**src/hdl/stream_cfg.svh**
```systemverilog
`ifndef STREAM_CFG_SVH
`define STREAM_CFG_SVH

// --------------------
// Stream geometry
// --------------------

// One stream word, header or payload
`define STREAM_DATA_W 32

// Header payload length field
`define STREAM_LEN_W 8

// Header argument field, low half of the word
`define STREAM_ARG_W 16

`endif
```
**src/hdl/op_pkg.sv**
```systemverilog
`include "stream_cfg.svh"

// Operation codes carried in the header top bits
package op_pkg;

    // --------------------
    // Payload operations
    // --------------------

    // Two-bit code, sits in header bits 31:30
    typedef enum logic [1:0] {
        // Forward payload untouched
        OP_PASS = 2'd0,
        // Add zero-extended argument
        OP_ADD  = 2'd1,
        // Xor argument doubled across both halves
        OP_XOR  = 2'd2,
        // Swallow payload, emit nothing
        OP_DROP = 2'd3
    } op_e;

endpackage

```
**src/hdl/pkt_pkg.sv**
```systemverilog
`include "stream_cfg.svh"

// Word formats seen on the input stream
package pkt_pkg;

    import op_pkg::*;

    // --------------------
    // Header layout
    // --------------------

    // MSB first: op, reserved, len, arg
    typedef struct packed {
        op_e                      op;
        // Unused, ignored on decode
        logic [5:0]               rsvd;
        // Payload beats after this header
        logic [`STREAM_LEN_W-1:0] len;
        // Operand for ADD and XOR
        logic [`STREAM_ARG_W-1:0] arg;
    } hdr_t;

    // --------------------
    // Word views
    // --------------------

    // Same 32 bits read as header in IDLE, as payload otherwise
    typedef union packed {
        hdr_t                      hdr;
        logic [`STREAM_DATA_W-1:0] payload;
    } stream_word_u;

endpackage

```
**src/hdl/pkt_engine_top.sv**
```systemverilog
`timescale 1ns/10ps

`include "stream_cfg.svh"

module pkt_engine_top
    import op_pkg::*;
(
    input  logic                      axi_aclk,
    input  logic                      axi_aresetn,

    // Input stream carrying headers and payload
    input  logic                      s_valid,
    output logic                      s_ready,
    input  logic [`STREAM_DATA_W-1:0] s_data,

    // Output stream with payload only
    output logic                      m_valid,
    input  logic                      m_ready,
    output logic [`STREAM_DATA_W-1:0] m_data,
    output logic                      m_last
);

    // --------------------
    // Internal streams
    // --------------------

    // Input slice to FSM
    logic                      in_valid;
    logic                      in_ready;
    logic [`STREAM_DATA_W-1:0] in_data;

    // FSM to transform
    logic                      x_valid;
    logic                      x_ready;
    logic [`STREAM_DATA_W-1:0] x_data;
    logic                      x_last;
    op_e                       op;
    logic [`STREAM_ARG_W-1:0]  arg;

    // Counter handshake
    logic                      cnt_load;
    logic [`STREAM_LEN_W-1:0]  cnt_len;
    logic                      cnt_dec;
    logic                      cnt_last;

    // Transform to output slice with last on top
    logic                      y_valid;
    logic                      y_ready;
    logic [`STREAM_DATA_W:0]   y_data;

    // Output slice word with last on top
    logic [`STREAM_DATA_W:0]   m_beat;

    // --------------------
    // Pipeline
    // --------------------

    gaxi_regslice #(.DATA_WIDTH(`STREAM_DATA_W)) u_in_slice (
        .axi_aclk    (axi_aclk),
        .axi_aresetn (axi_aresetn),
        .wr_valid    (s_valid),
        .wr_ready    (s_ready),
        .wr_data     (s_data),
        .rd_valid    (in_valid),
        .rd_ready    (in_ready),
        .rd_data     (in_data),
        .count       (),
        .rd_count    ()
    );

    pkt_ctrl_fsm u_ctrl (
        .axi_aclk    (axi_aclk),
        .axi_aresetn (axi_aresetn),
        .in_valid    (in_valid),
        .in_data     (in_data),
        .in_ready    (in_ready),
        .x_valid     (x_valid),
        .x_data      (x_data),
        .x_last      (x_last),
        .x_ready     (x_ready),
        .op          (op),
        .arg         (arg),
        .cnt_load    (cnt_load),
        .cnt_len     (cnt_len),
        .cnt_dec     (cnt_dec),
        .cnt_last    (cnt_last)
    );

    beat_counter u_cnt (
        .axi_aclk    (axi_aclk),
        .axi_aresetn (axi_aresetn),
        .load        (cnt_load),
        .len         (cnt_len),
        .dec         (cnt_dec),
        .last        (cnt_last)
    );

    payload_xform u_xform (
        .axi_aclk    (axi_aclk),
        .axi_aresetn (axi_aresetn),
        .x_valid     (x_valid),
        .x_data      (x_data),
        .x_last      (x_last),
        .x_ready     (x_ready),
        .op          (op),
        .arg         (arg),
        .y_valid     (y_valid),
        .y_data      (y_data),
        .y_ready     (y_ready)
    );

    // Data and last share one 33-bit slice
    gaxi_regslice #(.DATA_WIDTH(`STREAM_DATA_W + 1)) u_out_slice (
        .axi_aclk    (axi_aclk),
        .axi_aresetn (axi_aresetn),
        .wr_valid    (y_valid),
        .wr_ready    (y_ready),
        .wr_data     (y_data),
        .rd_valid    (m_valid),
        .rd_ready    (m_ready),
        .rd_data     (m_beat),
        .count       (),
        .rd_count    ()
    );

    // Last shows only on a presented beat
    assign m_data = m_beat[`STREAM_DATA_W-1:0];
    assign m_last = m_valid && m_beat[`STREAM_DATA_W];

endmodule

```
**src/hdl/payload_xform.sv**
```systemverilog
`timescale 1ns/10ps

`include "stream_cfg.svh"

module payload_xform
    import op_pkg::*;
(
    input  logic                      axi_aclk,
    input  logic                      axi_aresetn,

    // Payload beats from the FSM
    input  logic                      x_valid,
    input  logic [`STREAM_DATA_W-1:0] x_data,
    input  logic                      x_last,
    output logic                      x_ready,

    // Operation for the current packet
    input  op_e                       op,
    input  logic [`STREAM_ARG_W-1:0]  arg,

    // Result toward the output slice, last in the top bit
    output logic                      y_valid,
    output logic [`STREAM_DATA_W:0]   y_data,
    input  logic                      y_ready
);

    logic                      res_valid;
    logic [`STREAM_DATA_W-1:0] res_data;
    logic                      res_last;
    logic [`STREAM_DATA_W-1:0] calc;
    logic                      x_xfer;

    // --------------------
    // Operation
    // --------------------

    always_comb begin
        case (op)
            // Wraps modulo 2^32
            OP_ADD:  calc = x_data + {{(`STREAM_DATA_W - `STREAM_ARG_W){1'b0}}, arg};
            // Argument doubled into both halves
            OP_XOR:  calc = x_data ^ {arg, arg};
            // PASS, and DROP which never reaches here
            default: calc = x_data;
        endcase
    end

    // --------------------
    // Output register
    // --------------------

    // Same elastic rule as the slices
    assign x_ready = !res_valid || y_ready;
    assign x_xfer  = x_valid && x_ready;

    always_ff @(posedge axi_aclk) begin
        if (axi_aresetn) begin
            res_valid <= 1'b0;
        end else if (x_xfer) begin
            res_valid <= 1'b1;
        end else if (y_ready) begin
            // Drained, nothing new behind it
            res_valid <= 1'b0;
        end
    end

    // Result and last captured together
    always_ff @(posedge axi_aclk) begin
        if (x_xfer) begin
            res_data <= calc;
            res_last <= x_last;
        end
    end

    assign y_valid = res_valid;
    assign y_data  = {res_last, res_data};

endmodule

```
**src/hdl/pkt_ctrl_fsm.sv**
```systemverilog
`timescale 1ns/10ps

`include "stream_cfg.svh"

module pkt_ctrl_fsm
    import op_pkg::*;
    import pkt_pkg::*;
(
    input  logic                     axi_aclk,
    input  logic                     axi_aresetn,

    // From the input slice
    input  logic                     in_valid,
    input  logic [`STREAM_DATA_W-1:0] in_data,
    output logic                     in_ready,

    // Payload beats toward the transform
    output logic                     x_valid,
    output logic [`STREAM_DATA_W-1:0] x_data,
    output logic                     x_last,
    input  logic                     x_ready,

    // Operation held for the current packet
    output op_e                      op,
    output logic [`STREAM_ARG_W-1:0] arg,

    // Beat counter control
    output logic                     cnt_load,
    output logic [`STREAM_LEN_W-1:0] cnt_len,
    output logic                     cnt_dec,
    input  logic                     cnt_last
);

    typedef enum logic {
        ST_IDLE,
        ST_PAYLOAD
    } state_e;

    state_e       state;
    state_e       state_nxt;
    stream_word_u word;
    logic         hdr_take;
    logic         drop;

    // --------------------
    // Word decode
    // --------------------

    assign word = in_data;

    // Header fields are only meaningful in IDLE
    assign cnt_len  = word.hdr.len;
    assign hdr_take = (state == ST_IDLE) && in_valid;

    // Payload view
    assign x_data = word.payload;
    assign x_last = cnt_last;

    // Current packet is being discarded
    assign drop = (op == OP_DROP);

    // --------------------
    // Steering
    // --------------------

    always_comb begin
        in_ready  = 1'b1;
        x_valid   = 1'b0;
        cnt_load  = 1'b0;
        cnt_dec   = 1'b0;
        state_nxt = state;
        case (state)
            ST_IDLE: begin
                // Every word here is a header and is always accepted
                cnt_load = in_valid;
                if (in_valid && (word.hdr.len != '0)) begin
                    state_nxt = ST_PAYLOAD;
                end
            end
            ST_PAYLOAD: begin
                if (!drop) begin
                    // Follow the transform's back-pressure
                    in_ready = x_ready;
                    x_valid  = in_valid;
                end
                cnt_dec = in_valid && in_ready;
                // Final beat closes the packet
                if (cnt_dec && cnt_last) begin
                    state_nxt = ST_IDLE;
                end
            end
            default: begin
                state_nxt = ST_IDLE;
            end
        endcase
    end

    // --------------------
    // State and held op
    // --------------------

    always_ff @(posedge axi_aclk) begin
        if (axi_aresetn) begin
            state <= ST_IDLE;
            op    <= OP_PASS;
        end else begin
            state <= state_nxt;
            if (hdr_take) begin
                op <= word.hdr.op;
            end
        end
    end

    // Argument travels with op
    always_ff @(posedge axi_aclk) begin
        if (hdr_take) begin
            arg <= word.hdr.arg;
        end
    end

endmodule

```
**src/hdl/beat_counter.sv**
```systemverilog
`timescale 1ns/10ps

`include "stream_cfg.svh"

module beat_counter (
    input  logic                     axi_aclk,
    input  logic                     axi_aresetn,

    // Header length, taken when load is high
    input  logic                     load,
    input  logic [`STREAM_LEN_W-1:0] len,

    // One payload beat consumed
    input  logic                     dec,

    // One beat left in the packet
    output logic                     last
);

    localparam logic [`STREAM_LEN_W-1:0] ONE_BEAT = 1;

    // --------------------
    // Beats remaining
    // --------------------

    logic [`STREAM_LEN_W-1:0] remain;

    always_ff @(posedge axi_aclk) begin
        if (axi_aresetn) begin
            remain <= '0;
        end else if (load) begin
            // New header, zero length leaves it at 0
            remain <= len;
        end else if (dec && (remain != '0)) begin
            // Saturate at zero
            remain <= remain - ONE_BEAT;
        end
    end

    // --------------------
    // Last-beat flag
    // --------------------

    // Combinational from the count, so the FSM sees it with the beat itself
    assign last = (remain == ONE_BEAT);

endmodule

```
**src/hdl/gaxi_regslice.sv**
```systemverilog
`timescale 1ns/10ps

`include "stream_cfg.svh"

module gaxi_regslice #(
    parameter int DATA_WIDTH = `STREAM_DATA_W
) (
    input  logic                  axi_aclk,
    input  logic                  axi_aresetn,

    // Upstream side
    input  logic                  wr_valid,
    output logic                  wr_ready,
    input  logic [DATA_WIDTH-1:0] wr_data,

    // Downstream side
    output logic                  rd_valid,
    input  logic                  rd_ready,
    output logic [DATA_WIDTH-1:0] rd_data,

    // Occupancy, only ever 0 or 1
    output logic [3:0]            count,
    output logic [3:0]            rd_count
);

    // --------------------
    // Storage
    // --------------------

    logic                  held_valid;
    logic [DATA_WIDTH-1:0] held_data;
    logic                  wr_xfer;
    logic                  rd_xfer;

    assign wr_xfer = wr_valid && wr_ready;
    assign rd_xfer = rd_valid && rd_ready;

    // Take a beat when empty, or when the held one leaves this cycle
    assign wr_ready = !held_valid || rd_ready;

    assign rd_valid = held_valid;
    assign rd_data  = held_data;

    // --------------------
    // Occupancy flag
    // --------------------

    always_ff @(posedge axi_aclk) begin
        if (axi_aresetn) begin
            held_valid <= 1'b0;
        end else if (wr_xfer) begin
            // Fill, or refill while draining
            held_valid <= 1'b1;
        end else if (rd_xfer) begin
            held_valid <= 1'b0;
        end
    end

    // Data only moves on an accepted write
    always_ff @(posedge axi_aclk) begin
        if (wr_xfer) begin
            held_data <= wr_data;
        end
    end

    // Status mirrors
    assign count    = {3'b000, held_valid};
    assign rd_count = count;

endmodule

```
**config.mk**
```make
export PLATFORM = sky130hd
export DESIGN_NAME = pkt_engine_top
export DESIGN_NICKNAME = d
export VERILOG_FILES = /design/src/hdl/op_pkg.sv /design/src/hdl/pkt_pkg.sv /design/src/hdl/pkt_engine_top.sv /design/src/hdl/payload_xform.sv /design/src/hdl/pkt_ctrl_fsm.sv /design/src/hdl/beat_counter.sv /design/src/hdl/gaxi_regslice.sv
export VERILOG_INCLUDE_DIRS = /design/src /design/src/hdl
export SDC_FILE = /design/constraint.sdc
export NUM_CORES = 1
export LEC_CHECK = 0
export BUFFER_PORTS_ARGS = -buffer_cell sky130_fd_sc_hd__clkbuf_2
export CORE_MARGIN = 8
export CORE_UTILIZATION = 50
export DETAILED_ROUTE_END_ITERATION = 6
export PLACE_DENSITY = 0.7
export SLEW_MARGIN = 25
export SYNTH_ARGS = -nofsm -noshare
export SYNTH_HDL_FRONTEND = slang
export SYNTH_HIERARCHICAL = 1
export SYNTH_SLANG_ARGS = --single-unit
```
**constraint.sdc**
```tcl
create_clock -name axi_aclk -period 4.1 [get_ports axi_aclk]
set_input_delay 0.205 -clock axi_aclk [delete_from_list [all_inputs] [get_ports axi_aclk]]
set_output_delay 0.205 -clock axi_aclk [all_outputs]
set_load 0.03 [all_outputs]
```
==> results.md, run 1 <==
Global routing:
- The wire length of the first global-routing pass is 22.10 mm.
- Across every metal layer, demand over resource in global routing totals 17.22%.
- The largest net degree at the start of global routing is 41.
- The via count of the first global-routing pass came to 4,492.
- The number of antenna violations at the first check in global routing is 0.
- The overall overflow remaining after global route is 0.

Cells and area:
- The number of antenna diodes in the final layout is 0.
- The most common cell after layout, fill and taps aside is sky130_fd_sc_hd__edfxtp_1.
- The final design area excluding fillers is 7614 um^2.
- Compared with the post-synthesis result, the final layout area differs by 16.75%.
- The filler cell count in the final layout is 1,043.
- Of the cells placed in the final design, the portion with a size suffix greater than 1 is 22.15%.
- The net count of the finished layout is 668.
- In the layout the commonest cells are sky130_fd_sc_hd__edfxtp_1, sky130_fd_sc_hd__clkbuf_2, sky130_fd_sc_hd__nand2_1, sky130_fd_sc_hd__nor2_1, sky130_fd_sc_hd__o21ai_0.

Placed design:
- The post-DP HPWL is just over 9 mm.
- The count of input and output buffers is 70.
- Once placement finished, the instance area stood at 6715 um^2.
- At the end of routability-driven placement, the weighted congestion stood at 0.8462.

Run status:
- The run finished with clean final reports.

Pwr:
- Dividing total power by cell area gives a power density of 439.1 nW/um^2.
- The static power due to leakage is 0.002795 uW.
- VDD sags by at most 0.2827 mV.

STA:
- The routed design could run at a clock period as short as around 3 ns.
- The number of hold violations in the final report is 0.
- Setup violations remaining at the end of the flow were counted as 0.
- The number of max-slew violations in the final report was 0.
- Setup repair after global routing left no endpoint under its margin.
- The relative max-transition margin is 48.23%.
- After routing, the total negative slack on setup checks comes to 0 ns.
- The final cycle utilization of the critical path is between 70% and 80%.
- The clock arrives with 0.01019 ns of skew.
- The transition time of the tightest slew-check pin is 0.7765 ns.
- The highest clock frequency the design can meet is 331.6 MHz.

Drt:
- Once detail routing completed, the nets flagged for antenna violations numbered 0.
- The number of DRC violations after detailed routing is 0.
- Across all layers, the routed design uses 4,474 vias.
- The mean number of vias per cell is 5.628.
- The wire length reported by the detailed router is 13.70 mm.
- After detailed routing, the average wire length per cell comes to 17.24 um.
- The detailed router finished its first iteration with 466 violations.
- The first detailed-routing pass took 6 iterations.

Setup path:
- The critical path is of the reg2reg type.
- The worst endpoint data arrival time is 3.19 ns.
- For the worst setup path, the data required time is 4.27 ns.
- Setup slack on the worst reg-to-reg path comes out at 1.08 ns.
- The critical path endpoint category is a register.
- The critical path startpoint category is a register.
- The maximum net fanout on the critical path is 9.

Floorplanning:
- The floorplan die height is roughly 130 um.
- The number of top-level pins is 71.
- Row generation in the floorplan step produced around 40 rows.
- The core region is 12,670 um^2.
- The floorplan step set the die width to 130.2 um.
- The area of the die is 16,950 um^2.
- For this configuration, the core starts out at a cell density of 51.47%.

Clocking:
- The clock latency of the later-clocked register in the worst-skew pair is between 0.4 and 0.5 ns.
- The clock sink count is 128.
- TritonCTS built the clock tree.
- The clock buffer count from CTS is 17.
- The maximum buffer depth of the clock tree is 2.
- The post-cts hold buffer count is 32.
- Gates resized during post-CTS repair numbered 0.
- In this run the post-CTS setup repair buffer count came out at 0.
- In this run the number of H-tree levels came out at 4.
- Clock-pin slew was measured on the worst setup and hold paths at 0.06 ns.
- The clock tree root driver cell is sky130_fd_sc_hd__clkbuf_16.

Synthesis:
- The synthesized area per cell is 11.94 um^2.
- The total of warnings raised by yosys is 6.
- The number of instances in the synthesized netlist is 546.
- The number of nets in the synthesized netlist is 604.
- The cell area that synthesis handed to floorplanning was 6521 um^2.

Worst hold path:
- The class of the most critical hold timing path is in2reg.

Run:
- The max-capacitance violation count is 0.
-- critical path, cell delays in order (launching register included) --
cell,delay (ns)
sky130_fd_sc_hd__edfxtp_1,0.42
sky130_fd_sc_hd__ha_1,0.25
sky130_fd_sc_hd__inv_1,0.08
sky130_fd_sc_hd__fa_1,0.21
sky130_fd_sc_hd__and2b_1,0.22
sky130_fd_sc_hd__o2111ai_2,0.22
sky130_fd_sc_hd__a211oi_2,0.13
sky130_fd_sc_hd__o32ai_4,0.53
sky130_fd_sc_hd__mux2_4,0.35
sky130_fd_sc_hd__a222oi_1,0.30
sky130_fd_sc_hd__inv_1,0.07
-- state kept, by name (all words and copies together) (netlist names) --
name,count
u_xform/res_data,32
u_ctrl/state,1
u_out_slice/rd_data,33
u_out_slice/rd_valid,1
u_cnt/remain,8
u_ctrl/arg,16
u_ctrl/op,2
u_in_slice/rd_valid,1
u_in_slice/rd_data,32
u_xform/res_last,1
u_xform/y_valid,1
-- power breakdown --
group | internal, uW | total (uW) | switching (uW)
Clock | 942 | 1470 | 525
Combinational | 152 | 354 | 202
Sequential | 1480 | 1520 | 46.4
-- per-layer routing --
layer	global-route usage (%)	wire length, um	vias up
li1	-	-	2150
met2	27.48	6466	167
met1	20.65	5776	2123
met3	4.896	1077	34
met4	9.563	383	0
met5	0	0	-
-- through the flow --
| stage | hold WS, ns | cells | setup WS (ns) | utilization, % | total power (uW) |
|---|---|---|---|---|---|
| 2_1_floorplan | 0.2674 | 546 | 1.320 | - | 1803 |
| 3_3_place_gp | 0.3819 | 731 | 1.214 | 52.98 | 1855 |
| 3_5_place_dp | 0.3836 | 731 | 1.111 | 53.00 | 1869 |
| 4_1_cts | 0.001892 | 795 | 1.113 | 60.09 | 3369 |
| 5_1_grt | 0.02669 | 795 | 0.9339 | 60.09 | 3460 |
| 6_report | 0.01888 | 795 | 1.084 | 60.09 | 3343 |
-- area by class of cell --
type	count	area (um^2)	share of cell area [%]
Sequential cell	128	3704	48.64
Multi-Input combinational cell	335	2333	30.65
Timing Repair Buffer	106	700.7	9.203
Clock buffer	19	432.9	5.686
Tap cell	172	215.2	2.827
Clock inverter	13	145.1	1.906
Inverter	22	82.58	1.085
-- final timing paths --
path                         start                 endpoint  cells past startpoint
max          u_in_slice/rd_data[0]     u_xform/res_data[16]                     10
min                        s_valid      u_in_slice/rd_valid                      3
max reg2reg  u_in_slice/rd_data[0]     u_xform/res_data[16]                     10
min reg2reg   u_xform/res_data[27]  u_out_slice/rd_data[27]                      0
Power figures use the tool's default switching activity.
==> run 2: changes to the inputs <==
==> constraint.sdc (replaced) <==
create_clock -name axi_aclk -period 2.9 [get_ports axi_aclk]
set_input_delay 0.145 -clock axi_aclk [delete_from_list [all_inputs] [get_ports axi_aclk]]
set_output_delay 0.145 -clock axi_aclk [all_outputs]
set_load 0.03 [all_outputs]
==> results.md, run 2 (synthesis results as in run 1) <==
Run status:
- The flow ran to the end, and the final reports show no timing, DRC or antenna violations.

Pwr:
- Combinational logic is responsible for 10.7% of the overall power.
- The internal power component is 3822 uW.
- The static power due to leakage is 0.002863 uW.
- VDD sags by at most 0.3980 mV.
- Net switching is between 20 and 25% of the power.
- The power per standard cell area is 632.8 nW/um^2.
- Sequential cells account for 43.6% of the total power.
- The share of power burned in the clock network is a little under half.
- The net switching component of the power is between 1000 and 1500 uW.

Cells and area:
- The number of antenna diodes in the final layout is 0.
- The share of layout cells above drive strength 1 is 24.88%.
- The relative area change from synthesis to final layout is 19.57%.
- Leaving out fill and tap cells, the most frequent cell in the layout is sky130_fd_sc_hd__edfxtp_1.
- Excluding fillers, the count of instances in the completed layout stands at slightly above 800.
- Summing all multi-input logic gate instances after layout gives 2376 um^2.
- The filler cell count in the final layout is 972.
- The number of flip-flops in the largest register is 33.
- The sequential cell area is 3704 um^2.
- For this run, the post-layout net count is 680.
- Leaving out fill and tap cells, the most frequent cells in the layout are sky130_fd_sc_hd__edfxtp_1, sky130_fd_sc_hd__clkbuf_2, sky130_fd_sc_hd__nand2_1, sky130_fd_sc_hd__nor2_1.

Clocking:
- The clock tree from TritonCTS is built.
- The clock transition at the registers of the reported paths is roughly 0.060 ns.
- The clock latency of the later-clocked register in the worst-skew pair is roughly 0.42 ns.
- The clock sink count is 128.
- The number of clock buffers added by TritonCTS is 17.
- No sink is reached through more buffers than the 2 on the longest clock path.
- The maximum level of the CTS H-tree is 4.
- The clock tree root driver cell is sky130_fd_sc_hd__clkbuf_16.

Global routing:
- Global routing finished with a remaining overflow of 0.
- The combined global-route utilization of all metal layers is between 15 and 20%.
- The via count of the first global-routing pass came to 4,384.
- The number of antenna violations at the first check in global routing was 0.
- Entering global routing, the biggest net connects 34 pins.
- The wire length of the first global-routing pass is 21.91 mm.

STA:
- Setup repair after global routing could not meet its margin everywhere.
- The highest clock frequency the design can meet is 354.4 MHz.
- Summed over all failing endpoints, the final setup total negative slack is 0 ns.
- The number of hold violations in the final report is 0.
- The worst path uses 97.30% of the clock period.
- Setup violations remaining at the end of the flow were counted as 0.
- The final critical-path required period is roughly 2.8 ns.
- Between clock sinks in the finished design, the worst skew comes to 0.008322 ns.
- In this run the tightest slew margin relative to its limit is 52.40%.
- The least setup slack across all paths after layout is 0.07826 ns.
- The number of max-slew violations in the final report is 0.
- At the pin with the least slew margin, the transition time is 0.7075 ns.

Floorplanning:
- The number of top-level pins is just over 70.
- The floorplan die height is 130.2 um.
- The area of the die is 16,950 um^2.
- The effective utilization at floorplan is 51.47%.
- The floorplan has 41 rows.
- The die is approximately 130 um wide.
- The core outline area is about 13,000 um^2.

Drt:
- The length of the first detailed-routing pass in iterations is 5.
- Across all layers, the routed design uses 4,574 vias.
- The count of antenna-violating nets left after detailed routing is 0.
- Wires add up to 14.06 mm.
- After the first detailed-routing iteration, the DRC count stood at 398.
- In the routed design, unresolved DRC markers number 0.
- In the routed layout, each cell is associated on average with a via count of 5.668.
- The post-detailed-route wirelength per cell is 17.43 um.

Setup path:
- Setup slack on the worst reg-to-reg path comes out at 0.08 ns.
- The critical path is of the reg2reg type.
- The startpoint identified for the worst register-to-register timing path is u_ctrl/arg[3].
- The worst reg2reg path endpoint is u_xform/res_data[29].
- The critical path endpoint category is a register.
- Of all nets on the critical path, the largest fanout is 6.
- The number of cell instances on the worst register-to-register path is 8.
- The critical path startpoint category is a register.
- Data on the critical path arrives at its endpoint at 3.02 ns.
- The data required time of the worst path is approximately 3.1 ns.

Run:
- The max-capacitance violation count is 0.

Worst hold path:
- The worst hold path begins at axi_aresetn.
- The class of the most critical hold timing path is in2reg.
- For hold timing, the worst endpoint is u_in_slice/rd_valid.
- Counting instances, the worst hold path has a depth of 2.

Placed design:
- The post-DP HPWL is 9.634 mm.
- Before CTS, the worst setup slack after placement is 0.06748 ns.
- Port buffering added 70 buffers.
- Including well taps, the total number of placed cells is 739.
- Routability-driven placement finished with a final weighted congestion of between 0.8 and 0.9.
## run 2: cell count changes in the layout (fill, tap and decap cells not counted), sizes merged
cell	delta
buf	+10
bufinv	+2
clkinv	-2
dlygate4sd3	+2
clkbuf	-1
clkinvlp	+1
## run 2: final cells by class
type / count / share of cell area [%]
multi-input cells: 335 / 30.47
clock buffers: 18 / 5.504
clock inverters: 14 / 2.503
flip-flops and latches: 128 / 47.50
repair buffers: 118 / 10.21
inverters: 22 / 1.059
well taps: 172 / 2.760
## run 2: critical path, cell delays in order (launching register included)
cell                        delay (ns)
sky130_fd_sc_hd__edfxtp_1         0.47
sky130_fd_sc_hd__ha_2             0.44
sky130_fd_sc_hd__o211ai_1         0.14
sky130_fd_sc_hd__o21bai_2         0.21
sky130_fd_sc_hd__o2111ai_1        0.18
sky130_fd_sc_hd__a21oi_2          0.37
sky130_fd_sc_hd__o21ai_1          0.15
sky130_fd_sc_hd__or2_1            0.28
sky130_fd_sc_hd__o311ai_1         0.37
## run 2: stage by stage
stage / hold WS, ns / power (uW) / instance area, um^2 / utilization [%]
floorplan: 0.2074 / 2548 / 6521 / -
global placement: 0.3227 / 2635 / 6773 / 53.45
detailed placement: 0.3236 / 2653 / 6773 / 53.45
CTS: 0.08849 / 4949 / 7737 / 61.06
global route: 0.1051 / 5100 / 7797 / 61.54
finish: 0.1048 / 4934 / 7797 / 61.54
## run 2: worst max path at each step
stage          slack (ns)                   start              endpoint  cells past startpoint
3_5_place_dp         0.07   u_in_slice/rd_data[0]  u_xform/res_data[20]                     11
6_report             0.08           u_ctrl/arg[3]  u_xform/res_data[29]                      8
5_1_grt            -0.009   u_in_slice/rd_data[0]  u_xform/res_data[16]                     10
3_3_place_gp          0.1   u_in_slice/rd_data[0]  u_xform/res_data[16]                     10
4_1_cts              0.04   u_in_slice/rd_data[0]  u_xform/res_data[20]                     11
2_1_floorplan        0.12  u_in_slice/rd_data[12]  u_xform/res_data[16]                     10
## run 2: power by group through the flow
stage	logic, uW	registers, uW	clock network [uW]
final	526	2150	2260
after global routing	573	2160	2370
after CTS	507	2150	2290
after detailed placement	468	2190	0
after global placement	454	2180	0
after floorplan	391	2160	0
## run 2: metal layers
metal  vias up  GRT usage [%]  share of wire (%)
met2       195          27.30                 46
li1       2165              -                  -
met1      2178          21.18                 43
met5         -              0                  0
met4         0          8.060                3.0
met3        36          5.182                7.3
## run 2: timing repair
action | CTS | global route
hold buffers | 34 | 0
gates resized for setup | 0 | 12
endpoints found under the setup margin | 0 | 6
setup buffers | 0 | 2
endpoints found under the hold margin | 34 | 0
